<file path="src/soqpskPkg.sv">
`default_nettype none

package soqpskPkg;

    // one signed 18-bit complex component
    // used for input samples and filter outputs alike
    typedef logic signed [17:0] sampleT;

    // full-precision product or partial sum in the filter
    typedef logic signed [35:0] productT;

    // ternary symbol code
    typedef logic [1:0] ternaryT;

    // symbol codes, zero first so a cleared register reads as zero
    localparam ternaryT SYM_ZERO  = 2'b00;
    localparam ternaryT SYM_PLUS  = 2'b01;
    localparam ternaryT SYM_MINUS = 2'b10;

    // matched filter tap weights in Q1.17
    // A is cos(pi/8)/sqrt(2)
    localparam sampleT defaultAcoef = 18'sd85627;
    // B is sin(pi/8)/sqrt(2)
    localparam sampleT defaultBcoef = 18'sd35468;
    // zero filter weight, 1/sqrt(2)
    localparam sampleT defaultCcoef = 18'sd92682;

endpackage

`default_nettype wire

</file>
<file path="src/mfOutputIf.sv">
`timescale 1ns/100ps
`default_nettype none

interface mfOutputIf;

    import soqpskPkg::*;

    // plus filter, real and imaginary
    sampleT ipOut;
    sampleT qpOut;

    // zero filter
    sampleT izOut;
    sampleT qzOut;

    // minus filter
    sampleT imOut;
    sampleT qmOut;

    // filter side
    modport src (
        output ipOut, output qpOut,
        output izOut, output qzOut,
        output imOut, output qmOut
    );

    // decision side, and the top level taps the same signals
    modport sink (
        input ipOut, input qpOut,
        input izOut, input qzOut,
        input imOut, input qmOut
    );

endinterface

`default_nettype wire

</file>
<file path="src/mfSampleIf.sv">
`timescale 1ns/100ps
`default_nettype none

interface mfSampleIf;

    import soqpskPkg::*;

    // recovered baseband samples, two per symbol
    sampleT iIn;
    sampleT qIn;

    // one-cycle strobes
    // symEn only ever rises together with sym2xEn
    logic   sym2xEn;
    logic   symEn;

    // filter consumes the samples on each sample strobe
    modport filt (input iIn, input qIn, input sym2xEn);

    // decision only needs the symbol strobe
    modport dec (input symEn);

endinterface

`default_nettype wire

</file>
<file path="src/soqpsk2TapMf.sv">
`timescale 1ns/100ps
`default_nettype none

module soqpsk2TapMf #(
    parameter soqpskPkg::sampleT ACOEF = soqpskPkg::defaultAcoef,
    parameter soqpskPkg::sampleT BCOEF = soqpskPkg::defaultBcoef,
    parameter soqpskPkg::sampleT CCOEF = soqpskPkg::defaultCcoef
) (
    input  logic         clk,
    input  logic         reset,
    mfSampleIf.filt      smp,
    mfOutputIf.src       mf
);

    import soqpskPkg::*;

    // two-tap filters at one sample per bit
    // every tap weight is A or B, so with one sample of delay
    //   plus  = (I0+jQ0)(A+jB) + (I1+jQ1)(A-jB)
    //   minus = (I0+jQ0)(B+jA) - (I1+jQ1)(B-jA)
    // reduce to four cross sums of the products

    // registered products of the newest sample
    productT iaProd;
    productT ibProd;
    productT qaProd;
    productT qbProd;

    // cross sums, current stage
    productT sum0;
    productT sum1;
    productT sum2;
    productT sum3;

    // cross sums, one sample back
    productT sum0Dly;
    productT sum1Dly;
    productT sum2Dly;
    productT sum3Dly;

    // plus and minus accumulators
    productT pReal;
    productT pImag;
    productT mReal;
    productT mImag;

    // zero filter terms, both taps weighted 1/sqrt(2)
    productT iScaled;
    productT qScaled;
    productT zSum;
    productT zDiff;
    productT zSumDly;
    productT zDiffDly;
    productT zReal;
    productT zImag;

    // sum0 = IA - QB, sum1 = IB + QA
    assign sum0 = iaProd - qbProd;
    assign sum1 = ibProd + qaProd;
    // sum2 = IA + QB, sum3 = IB - QA
    assign sum2 = iaProd + qbProd;
    assign sum3 = ibProd - qaProd;

    // I+Q and I-Q of the scaled sample
    assign zSum  = iScaled + qScaled;
    assign zDiff = iScaled - qScaled;

    // datapath runs free, only the sample strobe advances it
    always_ff @(posedge clk) begin
        if (smp.sym2xEn) begin
            // 18x18 signed products, full 36-bit result
            iaProd <= smp.iIn * ACOEF;
            ibProd <= smp.iIn * BCOEF;
            qaProd <= smp.qIn * ACOEF;
            qbProd <= smp.qIn * BCOEF;
            iScaled <= smp.iIn * CCOEF;
            qScaled <= smp.qIn * CCOEF;

            // delay line, one sample
            sum0Dly <= sum0;
            sum1Dly <= sum1;
            sum2Dly <= sum2;
            sum3Dly <= sum3;
            zSumDly  <= zSum;
            zDiffDly <= zDiff;

            // reversed tap order, normal phase
            pReal <= sum2 + sum0Dly;
            pImag <= sum1Dly - sum3;
            mReal <= sum3Dly - sum1;
            mImag <= sum0 + sum2Dly;

            // zero = [(I0-Q0)+(I1-Q1)] + j[(I0+Q0)+(I1+Q1)], scaled
            zReal <= zDiff + zDiffDly;
            zImag <= zSum + zSumDly;
        end
    end

    // keep the upper 18 bits, no rounding or saturation
    assign mf.ipOut = sampleT'(pReal[35:18]);
    assign mf.qpOut = sampleT'(pImag[35:18]);
    assign mf.imOut = sampleT'(mReal[35:18]);
    assign mf.qmOut = sampleT'(mImag[35:18]);
    assign mf.izOut = sampleT'(zReal[35:18]);
    assign mf.qzOut = sampleT'(zImag[35:18]);

endmodule

`default_nettype wire

</file>
<file path="src/soqpskDetector.sv">
`timescale 1ns/100ps
`default_nettype none

module soqpskDetector #(
    parameter soqpskPkg::sampleT ACOEF = soqpskPkg::defaultAcoef,
    parameter soqpskPkg::sampleT BCOEF = soqpskPkg::defaultBcoef,
    parameter soqpskPkg::sampleT CCOEF = soqpskPkg::defaultCcoef
) (
    input  logic               clk,
    input  logic               reset,
    input  logic               sym2xEn,
    input  logic               symEn,
    input  soqpskPkg::sampleT  iIn,
    input  soqpskPkg::sampleT  qIn,
    output soqpskPkg::sampleT  ipOut,
    output soqpskPkg::sampleT  qpOut,
    output soqpskPkg::sampleT  izOut,
    output soqpskPkg::sampleT  qzOut,
    output soqpskPkg::sampleT  imOut,
    output soqpskPkg::sampleT  qmOut,
    output soqpskPkg::ternaryT symbol,
    output logic               dataBit,
    output logic               symValid
);

    // samples and strobes in
    mfSampleIf smp ();
    // filter outputs to the decision
    mfOutputIf mf ();

    assign smp.iIn     = iIn;
    assign smp.qIn     = qIn;
    assign smp.sym2xEn = sym2xEn;
    assign smp.symEn   = symEn;

    // matched filters
    soqpsk2TapMf #(
        .ACOEF (ACOEF),
        .BCOEF (BCOEF),
        .CCOEF (CCOEF)
    ) mfBank (
        .clk   (clk),
        .reset (reset),
        .smp   (smp),
        .mf    (mf)
    );

    // symbol decision and bit mapping
    ternaryDecision decide (
        .clk      (clk),
        .reset    (reset),
        .smp      (smp),
        .mf       (mf),
        .symbol   (symbol),
        .dataBit  (dataBit),
        .symValid (symValid)
    );

    // filter outputs also leave the chip
    assign ipOut = mf.ipOut;
    assign qpOut = mf.qpOut;
    assign izOut = mf.izOut;
    assign qzOut = mf.qzOut;
    assign imOut = mf.imOut;
    assign qmOut = mf.qmOut;

endmodule

`default_nettype wire

</file>
<file path="src/ternaryDecision.sv">
`timescale 1ns/100ps
`default_nettype none

module ternaryDecision (
    input  logic               clk,
    input  logic               reset,
    mfSampleIf.dec             smp,
    mfOutputIf.sink            mf,
    output soqpskPkg::ternaryT symbol,
    output logic               dataBit,
    output logic               symValid
);

    import soqpskPkg::*;

    // combinational choice from the current filter outputs
    ternaryT nextSymbol;
    logic    nextBit;

    // metrics are the in-phase outputs only
    // zero wins every tie, plus wins a tie with minus
    always_comb begin
        if ((mf.izOut >= mf.ipOut) && (mf.izOut >= mf.imOut)) begin
            nextSymbol = SYM_ZERO;
        end else if (mf.ipOut >= mf.imOut) begin
            nextSymbol = SYM_PLUS;
        end else begin
            nextSymbol = SYM_MINUS;
        end
    end

    // plus -> 1, minus -> 0
    // zero carries the last bit forward
    always_comb begin
        case (nextSymbol)
            SYM_PLUS: begin
                nextBit = 1'b1;
            end
            SYM_MINUS: begin
                nextBit = 1'b0;
            end
            default: begin
                nextBit = dataBit;
            end
        endcase
    end

    // decision taken from outputs as they stand on the strobe clock,
    // the filter update on that same edge shows up next symbol
    always_ff @(posedge clk) begin
        if (reset) begin
            symbol  <= SYM_ZERO;
            dataBit <= 1'b0;
        end else if (smp.symEn) begin
            symbol  <= nextSymbol;
            // dataBit doubles as the previous-bit state
            dataBit <= nextBit;
        end
    end

    // one-cycle valid right after each symbol strobe
    always_ff @(posedge clk) begin
        if (reset) begin
            symValid <= 1'b0;
        end else begin
            symValid <= smp.symEn;
        end
    end

endmodule

`default_nettype wire

</file>
<file path="config.mk">
export PLATFORM = sky130hd
export DESIGN_NAME = soqpskDetector
export DESIGN_NICKNAME = d
export VERILOG_FILES = /design/src/soqpskPkg.sv /design/src/mfOutputIf.sv /design/src/mfSampleIf.sv /design/src/soqpsk2TapMf.sv /design/src/soqpskDetector.sv /design/src/ternaryDecision.sv
export SDC_FILE = /design/constraint.sdc
export NUM_CORES = 2
export LEC_CHECK = 0
export ABC_AREA = 1
export BUFFER_PORTS_ARGS = -buffer_cell sky130_fd_sc_hd__buf_2
export CAP_MARGIN = 20
export CORE_ASPECT_RATIO = 0.8
export CORE_MARGIN = 5
export CORE_UTILIZATION = 50
export DETAILED_ROUTE_END_ITERATION = 8
export PLACE_DENSITY = 0.76
export SYNTH_ARGS = -nofsm -noshare
export SYNTH_HDL_FRONTEND = slang
export SYNTH_SLANG_ARGS = --single-unit
</file>
<file path="constraint.sdc">
create_clock -name clk -period 7.7 [get_ports clk]
set_clock_uncertainty 0.1 [all_clocks]
set_input_delay 1.155 -clock clk [delete_from_list [all_inputs] [get_ports clk]]
set_output_delay 1.155 -clock clk [all_outputs]
set_load 0.1 [all_outputs]
</file>
; Yosys cells after proc, flatten, opt, wreduce, memory -nomap -nowiden
; Cells that the tools add are included.
[totals]
regBits = 646
in_bits = 40
out_inout_bits = 112
[classes]
addsub = 12
multipliers = 6
n_lt_le_gt_ge = 3
n_eq_ne = 2
n_mux = 3
reduce_logical = 3
[ops]
columns = cell, count
row1 = $add 36x36->36, 7
row2 = $sub 36x36->36, 5
row3 = $mul 18x18->36 const B, 2
row4 = $mul 18x17->35 const B, 2
row5 = $mul 18x15->33 const B, 2
row6 = $ge 18x18->1, 3
row7 = $mux 2, 2
row8 = $eq 2x1->1 const B, 1
row9 = $eq 2x2->1 const B, 1
row10 = $pmux 1 s2, 1
row11 = $reduce_and 2->1, 1
row12 = $reduce_bool 2->1, 1
row13 = $logic_and 1x1->1, 1

; Longest topological paths before layout
[depth]
ltp_word = 6
depth_mapped = 29

; By module
; A second synthesis with hierarchy kept.
[unflattened]
cells_unflattened = 9149
hier_area_um2 = 73987.2
[modules_own_cells]
columns = module, instances, cells_per_inst, area_each_um2, seq_area_each_um2
row1 = soqpsk2TapMf, 1, 8877, 72305.6, 15524.9
row2 = ternaryDecision, 1, 272, 1681.6, 80.1

; Least setup slack after synthesis
; No wires, ideal clock.
[synth_path]
kind = in2reg
start = in qIn[17]
end = reg mfBank.qaProd[33] (data pin)
setup_ns = 0.261
arrival_ns = 5.435
setup_slack_ns = 1.905
stages = 17
n_path_buf = 2
path_cell_list = buf_2 > inv_1 > clkbuf_1 > o21ai_0 > fa_1 > inv_1 > fa_1 > fa_1 > inv_1 > ha_1 > nand2_1 > inv_1 > a21oi_1 > o221ai_1 > a21oi_1 > nand2_1 > xor2_1
[synth_between]
elab_chain_cells = 1
[synth_lines]
columns = element, line_no
row1 = start: declaration, soqpskDetector.sv:14  ; input soqpskPkg::sampleT qIn,
row2 = $mul 18x18->36, soqpsk2TapMf.sv:74  ; qaProd <= smp.qIn * ACOEF;
row3 = end signal: assignment, soqpsk2TapMf.sv:74
row4 = end: declaration, soqpsk2TapMf.sv:26  ; productT qaProd;
; Every way passes these cells.
; A chain may end at the register's enable or synchronous reset.

; Worst setup path after layout
[layout_path]
start = in qIn[12]
end = reg mfBank.qaProd[35] (data pin)
; Same word-level chain as after synthesis.

==> out/results.md <==
| Step | Result | This run |
|:---|:---|:---|
| critical path | Crit-path leading delay family | adder cells |
| route | Post-DR vias/cell | 5.55 |
| min path | Hold EP | decide.symbol[0] |
| floorplanning | Core Area | 147000 sq um |
| floorplanning | Number of standard-cell rows in the floorplan | 126 |
| synth | Netlist area before placement | 74100 sq um |
| sta | Final Hold Vio Count | 0 |
| floorplanning | Starting utilization of the core area | 0.503 |
| clocking | Clock insertion delay at the later pin of the skew report | 690 ps |
| synth | Synth unique cells | 60 |
| synth | Part of the Yosys area used for sequential elements | 0.210 |
| critical path | Worst EP required | 8020 ps |
| synth | FFs w/ async S/R, synth | 0 |
| floorplanning | Top Ports | 152 |
| critical path | Critical Path Most Common Cell | fa_1 |
| route | Pre-antenna DRT Iters | 6 |
| critical path | Arrival @ worst endpoint | 6610 ps |
| clocking | Number of hold buffers added after CTS | 0 |
| global routing | Maximum number of pins on one net before global-route repair | 153 |
| sta | Worst-margin pin slew | 976 ps |
| placed design | Sum of net half-perimeters after detailed placement | 210000 um |
| clocking | CTS buffer count | 66 |
| critical path | Cells traversed along the worst timing path | buf_2 > inv_1 > fa_1 > inv_1 > ha_1 > fa_1 > fa_1 > fa_1 > inv_1 > fa_1 > inv_1 > ha_1 > a21oi_1 > o21ai_0 > a21boi_0 > nand3_1 > nand2_1 > nand3_1 > xnor2_1 |
| critical path | Critical path type | input pin to flop |
| floorplanning | Area of the die | 156000 sq um |
| min path | Min-Delay Path Class | flop to flop |
| min path | Hold-critical path depth | 2 |
| critical path | Critical Path Max Stage Delay | 810 ps |
| critical path | Slowest cell on the critical path | fa_1 |
| synth | Seq cells post-synth | 521 |
| layout | Share of layout cells above drive strength 1 | 0.0506 |
| route | Total via count in the routed design | 63100 |
| critical path | Capturing point of the worst reg2reg path | mfBank.mReal[35] |
| clocking | Number of buffers inserted by post-CTS setup repair | 0 |
| global routing | Vias in the first global route | 61000 |
| layout | Most frequent cells in the layout | inv_1, nand2_1, ha_1, a21oi_1, nor2_1 |
| synth | Most used DFF post-synth | edfxtp_1 |
| critical path | Cell count of the worst reg-to-reg path | 22 |
| critical path | Crit Path Max Fanout | 14 |
| global routing | Wire length of the first global-routing pass | 366000 um |
| synth | Synthesized netlist cell count | 9160 |
| sta | Slew HR | 0.349 |
| placed design | # port buffers | 151 |
| sta | Setup repair after global routing missed its margin | no |
| placed design | Placer Congestion | 1.03 |
| floorplanning | Die boundary height | 354 um |
| global routing | Final global-route overflow total | 0 |
| layout | Most common library cell in the layout ignoring fill and taps | inv_1 |
| job | Maximum capacitance violations | 0 |
| clocking | Clock Path Buffers | 3 |
| outcome | Run status | finished clean |
| floorplanning | Die Wd | 441 um |
| clocking | H-tree depth reported by CTS | 3 |
| critical path | Kind of capture point of the worst setup path | flop |
| critical path | Worst path buffer plus inverter count | 5 |
| min path | Startpoint of the most critical hold path | decide.symbol[0] |
| layout | Number of filler instances in the final layout | 13900 |
| route | Post-route ant nets | 0 |
| global routing | All-Layer GR Usage | 0.306 |
| route | Detailed-route DRC error count | 0 |
| synth | Number of enable flip-flop cells after synthesis | 517 |
| route | Final Routed Wirelength | 242000 um |
| clocking | Clock tree from TritonCTS | yes |
| global routing | Number of antenna violations at the first check in global routing | 5 |
| clocking | CTS resizes | 0 |
| route | Routed length per instance | 21.2 um |
| synth | Count of warnings emitted by yosys | 0 |
| critical path | FF-to-FF setup slack | 2210 ps |
| sta | Final-report max-slew violation count | 0 |
| critical path | Kind of start point of the critical path | input pin |
| route | Drt first-iter violations | 6569 |
| sta | Setup-violating endpoint count in the final report | 0 |
| sta | Upper clock frequency limit | 0.159 GHz |
| clocking | Clock transition time at the flip-flop clock pins of the worst setup and hold paths | 60 ps |
| synth | Net count of the mapped netlist | 10900 |
| sta | Fin Setup TNS | 0 ps |
| sta | Final worst path period share | 0.817 |
| clocking | Cell at the root of the clock tree | clkbuf_16 |
| critical path | Reg-to-reg startpoint | mfBank.iaProd[0] |
| synth | Post-synthesis area per instance | 8.09 sq um |
| clocking | CTS sink count | 521 |
| layout | Nets | 11100 |
| sta | Clock period minus worst slack | 6290 ps |
| layout | Post-synthesis to final-layout area growth | 7.04% |
## flip-flops by register name, indices dropped and copies added, names as in the netlist
register / cells
mfBank.sum2Dly: 36
decide.dataBit: 1
mfBank.iScaled: 34
mfBank.sum0Dly: 33
mfBank.mImag: 18
mfBank.iaProd: 36
mfBank.qaProd: 36
mfBank.zSumDly: 34
mfBank.ibProd: 30
mfBank.mReal: 18
mfBank.pImag: 18
decide.symbol: 2
mfBank.pReal: 18
mfBank.sum3Dly: 36
mfBank.qbProd: 30
mfBank.zImag: 18
mfBank.zDiffDly: 35
mfBank.qScaled: 34
mfBank.sum1Dly: 35
decide.symValid: 1
mfBank.zReal: 18
## through the flow
step           hold WS [ps]  instance area, sq um  instances  setup WS [ps]  utilization
2_1_floorplan           357                 74100       9160           1900            -
3_3_place_gp            350                 77200      11200            908        0.524
3_5_place_dp            371                 77200      11200            895        0.524
4_1_cts                 383                 79300      11400           1600        0.538
5_1_grt                 405                 79300      11400           1260        0.538
6_report                377                 79400      11400           1410        0.538
## worst min-delay path, cell delays in order (launching register included)
cell and delay, ps:
dfxtp_1 310, nand2_1 60, a21oi_1 60
## kinds of logic (layout without fill, tap and decap cells)
logic type	count (synthesis)	count (layout)	share of synthesized area
and+or+nand+nor	2758	2758	0.153
buffers and inverters	2142	2362	0.110
adders and majority gates	1744	1744	0.352
AOI/OAI and AO/OA	1519	1519	0.118
DFF	521	521	0.210
xor gates and xnor gates	476	476	0.0563
other	0	8	0
## worst max path at each step
stage          startpoint                end  slack [ps]  cells past startpoint
2_1_floorplan     qIn[17]  mfBank.qaProd[33]        1900                     17
3_3_place_gp      qIn[12]  mfBank.qaProd[35]         910                     19
3_5_place_dp      qIn[12]  mfBank.qaProd[35]         900                     19
4_1_cts           qIn[12]  mfBank.qaProd[35]        1600                     19
5_1_grt           qIn[12]  mfBank.qaProd[35]        1260                     21
6_report          qIn[12]  mfBank.qaProd[35]        1410                     19
## synthesized netlist by cell type (77+ instances only)
cell / count / area, sq um
edfxtp_1: 517 / 15500
ha_1: 1178 / 14700
a21o_1: 102 / 766
a21oi_1: 730 / 3650
nand3_1: 295 / 1480
o21ai_0: 341 / 1710
inv_1: 1996 / 7490
nand2_1: 1469 / 5510
o21bai_1: 77 / 578
nor3_1: 83 / 415
nor2_1: 727 / 2730
fa_1: 566 / 11300
xnor2_1: 126 / 1100
xor2_1: 349 / 3060
## cell type report
cell class | instances | area (sq um) | area share
timing repair buffer | 178 | 1010 | 0.0127
clock inverter | 40 | 433 | 0.00546
multi-input combinational | 6497 | 50300 | 0.634
antenna | 8 | 20.0 | 0.000252
sequential | 521 | 15600 | 0.197
tap | 1984 | 2480 | 0.0313
inverter | 2066 | 7750 | 0.0977
clock buffer | 78 | 1720 | 0.0216
## per-layer routing
metal	routed length (um)	track usage	vias to the layer above
li1	-	-	29800
met1	113000	0.471	30400
met2	93700	0.420	2628
met3	26500	0.0766	287
met4	7990	0.0891	0
met5	0	0	-
Power is left out: the tool's default activity adds up to more than one toggle a clock period on the data nets, which glitch-free logic cannot reach.
